--- src/hw/rv_pkg.sv ---
//**************************************
// Shared types and encodings for the RV32I single-cycle core
// Import with rv_pkg::* in the module header
//**************************************
package rv_pkg;

  typedef logic [31:0] rv_word_t;
  typedef logic [6:0] rv_opcode_t;

  // Base opcodes used by the core
  localparam rv_opcode_t OPCODE_LOAD     = 7'b0000011;
  localparam rv_opcode_t OPCODE_MISC_MEM = 7'b0001111;
  localparam rv_opcode_t OPCODE_OP_IMM   = 7'b0010011;
  localparam rv_opcode_t OPCODE_AUIPC    = 7'b0010111;
  localparam rv_opcode_t OPCODE_STORE    = 7'b0100011;
  localparam rv_opcode_t OPCODE_OP       = 7'b0110011;
  localparam rv_opcode_t OPCODE_LUI      = 7'b0110111;
  localparam rv_opcode_t OPCODE_BRANCH   = 7'b1100011;
  localparam rv_opcode_t OPCODE_JALR     = 7'b1100111;
  localparam rv_opcode_t OPCODE_JAL      = 7'b1101111;

  // Next PC source
  localparam logic [1:0] CTL_PC_PC4     = 2'd0;
  localparam logic [1:0] CTL_PC_PC_IMM  = 2'd1;
  localparam logic [1:0] CTL_PC_RS1_IMM = 2'd2;

  // ALU operand sources
  localparam logic CTL_ALU_A_RS1 = 1'b0;
  localparam logic CTL_ALU_A_PC  = 1'b1;
  localparam logic CTL_ALU_B_RS2 = 1'b0;
  localparam logic CTL_ALU_B_IMM = 1'b1;

  // ALU op classes, refined by alu_control
  localparam logic [1:0] CTL_ALU_ADD    = 2'd0;
  localparam logic [1:0] CTL_ALU_OP     = 2'd1;
  localparam logic [1:0] CTL_ALU_OP_IMM = 2'd2;
  localparam logic [1:0] CTL_ALU_BRANCH = 2'd3;

  // Register writeback source
  localparam logic [2:0] CTL_WRITEBACK_ALU  = 3'd0;
  localparam logic [2:0] CTL_WRITEBACK_DATA = 3'd1;
  localparam logic [2:0] CTL_WRITEBACK_PC4  = 3'd2;
  localparam logic [2:0] CTL_WRITEBACK_IMM  = 3'd3;

  typedef enum logic [3:0] {
    ADD, SUB, SLL, SLT, SLTU, XOR, SRL, SRA,
    OR, AND, EQ, NE, LT, GE, LTU, GEU
  } alu_func_t;

  // Instruction word, one view per format
  typedef union packed {
    struct packed {
      logic [6:0] funct7;
      logic [4:0] rs2;
      logic [4:0] rs1;
      logic [2:0] funct3;
      logic [4:0] rd;
      rv_opcode_t opcode;
    } r_type;
    struct packed {
      logic [11:0] imm;
      logic [4:0]  rs1;
      logic [2:0]  funct3;
      logic [4:0]  rd;
      rv_opcode_t  opcode;
    } i_type;
    struct packed {
      logic [6:0] imm_11_5;
      logic [4:0] rs2;
      logic [4:0] rs1;
      logic [2:0] funct3;
      logic [4:0] imm_4_0;
      rv_opcode_t opcode;
    } s_type;
    struct packed {
      logic       imm_12;
      logic [5:0] imm_10_5;
      logic [4:0] rs2;
      logic [4:0] rs1;
      logic [2:0] funct3;
      logic [3:0] imm_4_1;
      logic       imm_11;
      rv_opcode_t opcode;
    } b_type;
    struct packed {
      logic [19:0] imm_31_12;
      logic [4:0]  rd;
      rv_opcode_t  opcode;
    } u_type;
    struct packed {
      logic       imm_20;
      logic [9:0] imm_10_1;
      logic       imm_11;
      logic [7:0] imm_19_12;
      logic [4:0] rd;
      rv_opcode_t opcode;
    } j_type;
  } rv_inst_u;

  typedef struct packed {
    logic [1:0] next_pc_select;
    logic       regfile_write_enable;
    logic       alu_operand_a_select;
    logic       alu_operand_b_select;
    logic [1:0] alu_op_type;
    logic       data_mem_read_enable;
    logic       data_mem_write_enable;
    logic [2:0] reg_writeback_select;
  } control_t;

  typedef struct packed {
    rv_word_t addr;
    rv_word_t wdata;
    logic     read_enable;
    logic     write_enable;
  } data_req_t;

endpackage

--- src/hw/alu.sv ---
//**************************************
// 32-bit integer ALU
// Compare functions return 0 or 1, bit 0 drives branches
//**************************************
`timescale 1ns/1ps

module alu
  import rv_pkg::*;
(
  input  rv_word_t  operand_a,
  input  rv_word_t  operand_b,
  input  alu_func_t func,
  output rv_word_t  result
);

  logic       lt_signed;
  logic       lt_unsigned;
  logic       equal;
  logic [4:0] shamt;

  assign lt_signed   = $signed(operand_a) < $signed(operand_b);
  assign lt_unsigned = operand_a < operand_b;
  assign equal       = operand_a == operand_b;
  assign shamt       = operand_b[4:0];

  always_comb
  begin
    result = '0;
    case (func)
      ADD:  result = operand_a + operand_b;
      SUB:  result = operand_a - operand_b;
      SLL:  result = operand_a << shamt;
      SLT:  result = {31'b0, lt_signed};
      SLTU: result = {31'b0, lt_unsigned};
      XOR:  result = operand_a ^ operand_b;
      SRL:  result = operand_a >> shamt;
      SRA:  result = $signed(operand_a) >>> shamt;
      OR:   result = operand_a | operand_b;
      AND:  result = operand_a & operand_b;
      // Branch conditions
      EQ:   result = {31'b0, equal};
      NE:   result = {31'b0, !equal};
      LT:   result = {31'b0, lt_signed};
      GE:   result = {31'b0, !lt_signed};
      LTU:  result = {31'b0, lt_unsigned};
      GEU:  result = {31'b0, !lt_unsigned};
    endcase
  end

endmodule

--- src/hw/regfile.sv ---
//**************************************
// Integer register file, 2 read and 1 write port
// Reads are combinational, x0 reads as zero
//**************************************
`timescale 1ns/1ps

module regfile
  import rv_pkg::*;
(
  input  logic       clock,
  input  logic [4:0] rs1_addr,
  input  logic [4:0] rs2_addr,
  input  logic [4:0] rd_addr,
  input  rv_word_t   rd_data,
  input  logic       write_enable,
  output rv_word_t   rs1_data,
  output rv_word_t   rs2_data
);

  // x0 has no storage
  rv_word_t regs [1:31];

  always_ff @(posedge clock)
  begin
    if (write_enable && rd_addr != 5'd0)
    begin
      regs[rd_addr] <= rd_data;
    end
  end

  assign rs1_data = (rs1_addr == 5'd0) ? '0 : regs[rs1_addr];
  assign rs2_data = (rs2_addr == 5'd0) ? '0 : regs[rs2_addr];

endmodule

--- src/hw/imm_decoder.sv ---
//**************************************
// Builds the sign-extended immediate
// Format is picked from the opcode
//**************************************
`timescale 1ns/1ps

module imm_decoder
  import rv_pkg::*;
(
  input  rv_inst_u inst,
  output rv_word_t imm
);

  always_comb
  begin
    case (inst.r_type.opcode)
      OPCODE_LOAD, OPCODE_OP_IMM, OPCODE_JALR:
        imm = {{20{inst.i_type.imm[11]}}, inst.i_type.imm};
      OPCODE_STORE:
        imm = {{20{inst.s_type.imm_11_5[6]}}, inst.s_type.imm_11_5, inst.s_type.imm_4_0};
      OPCODE_BRANCH:
        imm = {{20{inst.b_type.imm_12}}, inst.b_type.imm_11, inst.b_type.imm_10_5,
               inst.b_type.imm_4_1, 1'b0};
      OPCODE_LUI, OPCODE_AUIPC:
        imm = {inst.u_type.imm_31_12, 12'b0};
      OPCODE_JAL:
        imm = {{12{inst.j_type.imm_20}}, inst.j_type.imm_19_12, inst.j_type.imm_11,
               inst.j_type.imm_10_1, 1'b0};
      // R-type and FENCE carry no immediate
      default:
        imm = '0;
    endcase
  end

endmodule

--- src/hw/singlecycle_control.sv ---
//**************************************
// Main decoder of the single-cycle core
// Maps the opcode and branch outcome to control_t
//**************************************
`timescale 1ns/1ps

module singlecycle_control
  import rv_pkg::*;
(
  input  rv_opcode_t inst_opcode,
  input  logic       take_branch,
  output control_t   ctl
);

  always_comb
  begin
    // Unlisted opcodes leave state untouched and fall through to PC+4
    ctl.next_pc_select        = CTL_PC_PC4;
    ctl.regfile_write_enable  = 1'b0;
    ctl.alu_operand_a_select  = 1'bx;
    ctl.alu_operand_b_select  = 1'bx;
    ctl.alu_op_type           = 2'bxx;
    ctl.data_mem_read_enable  = 1'b0;
    ctl.data_mem_write_enable = 1'b0;
    ctl.reg_writeback_select  = 3'bxxx;

    case (inst_opcode)
      OPCODE_LOAD:
      begin
        ctl.regfile_write_enable = 1'b1;
        ctl.alu_operand_a_select = CTL_ALU_A_RS1;
        ctl.alu_operand_b_select = CTL_ALU_B_IMM;
        ctl.alu_op_type          = CTL_ALU_ADD;
        ctl.data_mem_read_enable = 1'b1;
        ctl.reg_writeback_select = CTL_WRITEBACK_DATA;
      end
      OPCODE_MISC_MEM:
      begin
        // FENCE has nothing to order in this core
      end
      OPCODE_OP_IMM:
      begin
        ctl.regfile_write_enable = 1'b1;
        ctl.alu_operand_a_select = CTL_ALU_A_RS1;
        ctl.alu_operand_b_select = CTL_ALU_B_IMM;
        ctl.alu_op_type          = CTL_ALU_OP_IMM;
        ctl.reg_writeback_select = CTL_WRITEBACK_ALU;
      end
      OPCODE_AUIPC:
      begin
        ctl.regfile_write_enable = 1'b1;
        ctl.alu_operand_a_select = CTL_ALU_A_PC;
        ctl.alu_operand_b_select = CTL_ALU_B_IMM;
        ctl.alu_op_type          = CTL_ALU_ADD;
        ctl.reg_writeback_select = CTL_WRITEBACK_ALU;
      end
      OPCODE_STORE:
      begin
        ctl.alu_operand_a_select  = CTL_ALU_A_RS1;
        ctl.alu_operand_b_select  = CTL_ALU_B_IMM;
        ctl.alu_op_type           = CTL_ALU_ADD;
        ctl.data_mem_write_enable = 1'b1;
      end
      OPCODE_OP:
      begin
        ctl.regfile_write_enable = 1'b1;
        ctl.alu_operand_a_select = CTL_ALU_A_RS1;
        ctl.alu_operand_b_select = CTL_ALU_B_RS2;
        ctl.alu_op_type          = CTL_ALU_OP;
        ctl.reg_writeback_select = CTL_WRITEBACK_ALU;
      end
      OPCODE_LUI:
      begin
        // Immediate goes straight to rd, ALU unused
        ctl.regfile_write_enable = 1'b1;
        ctl.reg_writeback_select = CTL_WRITEBACK_IMM;
      end
      OPCODE_BRANCH:
      begin
        ctl.next_pc_select       = take_branch ? CTL_PC_PC_IMM : CTL_PC_PC4;
        ctl.alu_operand_a_select = CTL_ALU_A_RS1;
        ctl.alu_operand_b_select = CTL_ALU_B_RS2;
        ctl.alu_op_type          = CTL_ALU_BRANCH;
      end
      OPCODE_JALR:
      begin
        ctl.next_pc_select       = CTL_PC_RS1_IMM;
        ctl.regfile_write_enable = 1'b1;
        ctl.alu_operand_a_select = CTL_ALU_A_RS1;
        ctl.alu_operand_b_select = CTL_ALU_B_IMM;
        ctl.alu_op_type          = CTL_ALU_ADD;
        ctl.reg_writeback_select = CTL_WRITEBACK_PC4;
      end
      OPCODE_JAL:
      begin
        ctl.next_pc_select       = CTL_PC_PC_IMM;
        ctl.regfile_write_enable = 1'b1;
        ctl.alu_operand_a_select = CTL_ALU_A_PC;
        ctl.alu_operand_b_select = CTL_ALU_B_IMM;
        ctl.alu_op_type          = CTL_ALU_ADD;
        ctl.reg_writeback_select = CTL_WRITEBACK_PC4;
      end
      default:
      begin
      end
    endcase
  end

endmodule

--- src/hw/alu_control.sv ---
//**************************************
// Refines the ALU op class into an ALU function
// using funct3 and funct7 of the instruction
//**************************************
`timescale 1ns/1ps

module alu_control
  import rv_pkg::*;
(
  input  logic [1:0] alu_op_type,
  input  rv_inst_u   inst,
  output alu_func_t  alu_func
);

  // Shared funct3 table for OP and OP_IMM
  function automatic alu_func_t arith_func(input logic [2:0] funct3, input logic sub_sel,
                                           input logic sra_sel);
    case (funct3)
      3'b000:  return sub_sel ? SUB : ADD;
      3'b001:  return SLL;
      3'b010:  return SLT;
      3'b011:  return SLTU;
      3'b100:  return XOR;
      3'b101:  return sra_sel ? SRA : SRL;
      3'b110:  return OR;
      default: return AND;
    endcase
  endfunction

  always_comb
  begin
    case (alu_op_type)
      CTL_ALU_OP:
        alu_func = arith_func(inst.r_type.funct3, inst.r_type.funct7[5], inst.r_type.funct7[5]);
      // No SUBI, so only SRAI looks at the upper immediate bit
      CTL_ALU_OP_IMM:
        alu_func = arith_func(inst.i_type.funct3, 1'b0, inst.i_type.imm[10]);
      CTL_ALU_BRANCH:
        case (inst.b_type.funct3)
          3'b000:  alu_func = EQ;
          3'b001:  alu_func = NE;
          3'b100:  alu_func = LT;
          3'b101:  alu_func = GE;
          3'b110:  alu_func = LTU;
          3'b111:  alu_func = GEU;
          default: alu_func = EQ;
        endcase
      default:
        alu_func = ADD;
    endcase
  end

endmodule

--- src/hw/singlecycle_datapath.sv ---
//**************************************
// Single-cycle datapath: PC, register file, ALU,
// operand and writeback muxes, data-memory request
//**************************************
`timescale 1ns/1ps

module singlecycle_datapath
  import rv_pkg::*;
#(
  parameter rv_word_t RESET_PC = 32'h0
)
(
  input  logic      clock,
  input  logic      rst_n,
  input  control_t  ctl,
  input  alu_func_t alu_func,
  input  rv_inst_u  inst,
  input  rv_word_t  data_rdata,
  output logic      take_branch,
  output rv_word_t  inst_addr,
  output data_req_t data_req
);

  rv_word_t pc;
  rv_word_t pc_plus_4;
  rv_word_t branch_target;
  rv_word_t next_pc;
  rv_word_t imm;
  rv_word_t rs1_data;
  rv_word_t rs2_data;
  rv_word_t alu_operand_a;
  rv_word_t alu_operand_b;
  rv_word_t alu_result;
  rv_word_t writeback_data;
  logic     rd_write;

  regfile u_regfile (
    .clock        (clock),
    .rs1_addr     (inst.r_type.rs1),
    .rs2_addr     (inst.r_type.rs2),
    .rd_addr      (inst.r_type.rd),
    .rd_data      (writeback_data),
    .write_enable (rd_write),
    .rs1_data     (rs1_data),
    .rs2_data     (rs2_data)
  );

  imm_decoder u_imm_decoder (
    .inst (inst),
    .imm  (imm)
  );

  assign alu_operand_a = (ctl.alu_operand_a_select == CTL_ALU_A_PC) ? pc : rs1_data;
  assign alu_operand_b = (ctl.alu_operand_b_select == CTL_ALU_B_IMM) ? imm : rs2_data;

  alu u_alu (
    .operand_a (alu_operand_a),
    .operand_b (alu_operand_b),
    .func      (alu_func),
    .result    (alu_result)
  );

  assign take_branch = alu_result[0];

  // Branches need their own adder since the ALU does the compare
  assign pc_plus_4     = pc + 32'd4;
  assign branch_target = pc + imm;

  always_comb
  begin
    case (ctl.next_pc_select)
      CTL_PC_PC_IMM:  next_pc = branch_target;
      // JALR sum comes from the ALU, bit 0 dropped
      CTL_PC_RS1_IMM: next_pc = {alu_result[31:1], 1'b0};
      default:        next_pc = pc_plus_4;
    endcase
  end

  always_ff @(posedge clock)
  begin
    if (!rst_n)
    begin
      pc <= RESET_PC;
    end
    else
    begin
      pc <= next_pc;
    end
  end

  assign inst_addr = pc;

  always_comb
  begin
    case (ctl.reg_writeback_select)
      CTL_WRITEBACK_DATA: writeback_data = data_rdata;
      CTL_WRITEBACK_PC4:  writeback_data = pc_plus_4;
      CTL_WRITEBACK_IMM:  writeback_data = imm;
      default:            writeback_data = alu_result;
    endcase
  end

  // No architectural update while in reset
  assign rd_write = ctl.regfile_write_enable & rst_n;

  assign data_req.addr         = alu_result;
  assign data_req.wdata        = rs2_data;
  assign data_req.read_enable  = ctl.data_mem_read_enable;
  assign data_req.write_enable = ctl.data_mem_write_enable & rst_n;

endmodule

--- src/hw/singlecycle_core.sv ---
//**************************************
// RV32I single-cycle core, top level
// One instruction retires per clock edge
//**************************************
`timescale 1ns/1ps

module singlecycle_core
  import rv_pkg::*;
#(
  parameter rv_word_t RESET_PC = 32'h0
)
(
  input  logic      clock,
  input  logic      rst_n,
  input  rv_inst_u  inst_data,
  input  rv_word_t  data_rdata,
  output rv_word_t  inst_addr,
  output data_req_t data_req
);

  control_t  ctl;
  alu_func_t alu_func;
  logic      take_branch;

  singlecycle_control u_control (
    .inst_opcode (inst_data.r_type.opcode),
    .take_branch (take_branch),
    .ctl         (ctl)
  );

  alu_control u_alu_control (
    .alu_op_type (ctl.alu_op_type),
    .inst        (inst_data),
    .alu_func    (alu_func)
  );

  singlecycle_datapath #(
    .RESET_PC (RESET_PC)
  ) u_datapath (
    .clock       (clock),
    .rst_n       (rst_n),
    .ctl         (ctl),
    .alu_func    (alu_func),
    .inst        (inst_data),
    .data_rdata  (data_rdata),
    .take_branch (take_branch),
    .inst_addr   (inst_addr),
    .data_req    (data_req)
  );

endmodule

--- config.mk ---
export PLATFORM = sky130hd
export DESIGN_NAME = singlecycle_core
export DESIGN_NICKNAME = d
export VERILOG_FILES = /design/src/hw/rv_pkg.sv /design/src/hw/alu.sv /design/src/hw/regfile.sv /design/src/hw/imm_decoder.sv /design/src/hw/singlecycle_control.sv /design/src/hw/alu_control.sv /design/src/hw/singlecycle_datapath.sv /design/src/hw/singlecycle_core.sv
export SDC_FILE = /design/constraint.sdc
export NUM_CORES = 2
export LEC_CHECK = 0
export BUFFER_PORTS_ARGS = -buffer_cell sky130_fd_sc_hd__buf_2
export CAP_MARGIN = 20
export CORE_MARGIN = 5
export CORE_UTILIZATION = 50
export CTS_BUF_LIST = sky130_fd_sc_hd__clkbuf_8 sky130_fd_sc_hd__clkbuf_16
export DETAILED_ROUTE_END_ITERATION = 8
export PLACE_DENSITY = 0.66
export SYNTH_ARGS = -nofsm -noshare
export SYNTH_HDL_FRONTEND = slang
export SYNTH_HIERARCHICAL = 1
export SYNTH_SLANG_ARGS = --single-unit
--- constraint.sdc ---
create_clock -name clock -period 18.75 [get_ports clock]
set_clock_uncertainty 0.05 [all_clocks]
set_input_delay 0 -clock clock [delete_from_list [all_inputs] [get_ports clock]]
set_output_delay 0 -clock clock [all_outputs]
set_load 0.05 [all_outputs]
==> results by group <==
Logic synthesis
  • Primary FF master, synth: edfxtp_1
  • Mapped Area: 61800 sq um
  • Async SR Flop Fraction: 0%
  • EDFF count, synth: 992
  • Most area-hungry cell type in the Yosys netlist: edfxtp_1
  • Post-synthesis sequential area ratio: 49.2%
  • Yosys warning count: 6
  • Post-synth top area share: 48.2%
  • Syn_nets: 5030
  • Synth unique cells: 125
  • Top post-synthesis cells by area: edfxtp_1, mux4_2, mux2i_1, ha_1, mux2_2
  • Synth Instances: 4830
  • Number of synthesized register bits: 1024
  • Synth Area per Inst: 12.8 sq um

STA
  • Final Hold Vio Count: 0
  • Tmin final: 9.68 ns
  • Setup TNS: 0 ns
  • Slew at the pin closest to its max-slew limit: 1.16 ns
  • Setup violations, final: 0
  • Period utilisation layout: 51.6%
  • Worst slew margin: 22.3%
  • Max Transition Viols Final: 0
  • Fmax achieved: 0.103 GHz
  • Smallest hold slack: 0.0490 ns
  • RSZ-0062 raised after global routing: false

Detailed routing
  • DR pass1 iterations: 8
  • Avg WL per Cell: 36.3 um
  • Post-route ant nets: 0
  • DR vias: 47500
  • Via-to-Cell Ratio: 7.17
  • Number of remaining DRC errors: 0
  • WL final: 241 mm
  • 1st-iter DRT viols: 7702

CTS
  • CTS tree: done
  • Clock Latency Late Sink: 0.73 ns
  • TritonCTS Sinks: 1024
  • PostCTS Resize Cnt: 0
  • Clock transition at the registers of the reported paths: 0.06 ns
  • Setup bufs post-CTS: 0
  • Clock buffer depth: 3
  • H-Tree Depth: 3
  • # hold bufs at CTS: 1
  • Root buffer cell: clkbuf_16
  • Cts bufs inserted: 105

Placement
  • Post-Place Cell Area: 64600 sq um
  • GPL Wtd Cong: 1.00
  • Port bufs: 163
  • Detailed Place HPWL: 162 mm

Die
  • Die width: 362 um
  • Rows: 129
  • Io pins: 164
  • Initial Util: 50.1%
  • Die height: 362 um
  • Die Footprint: 131000 sq um
  • Core ar.: 123000 sq um

Global routing
  • Initial antenna violation count: 22
  • Vias in the first global route: 44500
  • Largest net degree at the start of global routing: 112
  • GR Util All Layers: 35.7%
  • GR Overflow Total: 0
  • First-pass GRT wire length: 336 mm

Job
  • Max cap viols: 0

Finish
  • Layout cell share with drive strength beyond 1: 22.2%
  • Most common cell after layout, fill and taps aside: edfxtp_1
  • Final Cell Area: 68300 sq um
  • Final nets: 5100
  • Commonest cells after routing, fill and taps aside: edfxtp_1, mux2i_1, mux4_2, nor2_1, nand2_1
  • Area Growth Syn to Fin: 10.6%

Worst setup path
  • CP endpoint kind: flip-flop
  • WP data required: 19.26 ns
  • Startpoint Class: primary input
  • Setup Crit Path Kind: in -> reg
  • Slowest library cell on the worst path: buf_4
  • Most used cell along the critical path: buf_4
  • Crit Path Max Fanout: 74
  • Arrival time worst endpoint: 10.19 ns
  • CP max stage delay: 0.94 ns

Pwr
  • Power Dens Cells: 87.4 nW/um^2
  • VDD IR-drop max: 83.7 uV
  • Leakage: 24.2 nW

Min path
  • Worst min-delay path class: in -> reg

Outcome
  • Outcome: finished, final reports clean
[path summary, 6_finish.rpt]
kind                                    start                          endpoint  slack, ns  cells past startpoint
max                             inst_data[15]          u_datapath/inst_addr[28]       9.07                     31
min                            data_rdata[10]  u_datapath/u_regfile/regs[5][10]       0.05                      4
max reg2reg  u_datapath/u_regfile/regs[20][4]          u_datapath/inst_addr[28]       9.97                     28
min reg2reg           u_datapath/inst_addr[1]           u_datapath/inst_addr[1]       0.64                      2
[power by group]
group	switching (W)	internal [W]	total, W	leakage, nW
Combinational	0.000871	0.000365	0.00124	13.2
Clock	0.000906	0.00123	0.00213	1.79
Sequential	0.00000603	0.00260	0.00260	9.22
[per-stage QoR]
stage          power, W  setup slack [ns]  util, %  instances
3_3_place_gp    0.00382              8.46     52.3       6416
3_5_place_dp    0.00383              8.50     52.3       6417
2_1_floorplan   0.00338             10.51        -       4830
6_report        0.00597              9.07     55.4       6630
5_1_grt         0.00613              8.54     55.4       6621
4_1_cts         0.00593              9.16     55.2       6609
[layer usage]
metal / wire, um / vias up / track usage [%]
met5: 69 / - / 0
met4: 13500 / 12 / 16.6
met3: 30500 / 574 / 8.85
met2: 102000 / 3616 / 51.3
met1: 95100 / 24000 / 51.4
li1: - / 19300 / -
[critical path, delay by kind of cell]
kind / cells / cell delay, ns
buf+inv: 9 / 4.26
mux: 2 / 0.81
compound gates: 8 / 1.44
fa+ha+maj: 2 / 0.80
simple gates: 10 / 2.58
[sequential cells by signal (all words and copies together) (netlist names)]
signal	count
u_datapath/u_regfile/regs	992
u_datapath/inst_addr	32
[layout make-up]
| type | instances | area (sq um) |
|---|---|---|
| Tap cell | 1637 | 2050 |
| Inverter | 117 | 439 |
| Fill cell | 10100 | 55000 |
| Clock buffer | 105 | 2630 |
| Multi-Input combinational cell | 3319 | 29500 |
| Sequential cell | 1024 | 30400 |
| Clock inverter | 86 | 865 |
| Antenna cell | 9 | 22.5 |
| Timing Repair Buffer | 333 | 2390 |
[kinds of logic (layout without fill, tap and decap cells)]
kind of cell | count (synthesis) | after routing | synth area share, %
mux | 907 | 907 | 22.4
fa+ha+maj | 134 | 134 | 2.75
compound gates | 1099 | 1099 | 12.3
buf+inv | 487 | 641 | 3.71
simple gates | 1111 | 1111 | 8.64
flops | 1024 | 1024 | 49.2
xor+xnor | 67 | 67 | 0.950
other cells | 1 | 10 | 0.00607
[cells in the mapped netlist (47+ instances only)]
master / count
nand2_1: 298
mux2i_1: 404
nor2b_1: 62
a22oi_1: 115
nor2_1: 340
a21oi_1: 251
clkbuf_1: 169
and2_1: 47
mux4_2: 357
mux2_2: 135
a22o_1: 55
a211oi_1: 56
buf_2: 97
edfxtp_1: 992
ha_1: 131
nor3_1: 48
nand3_1: 118
o21ai_0: 192
inv_1: 113
No activity file was read; power rests on OpenSTA's default activity.
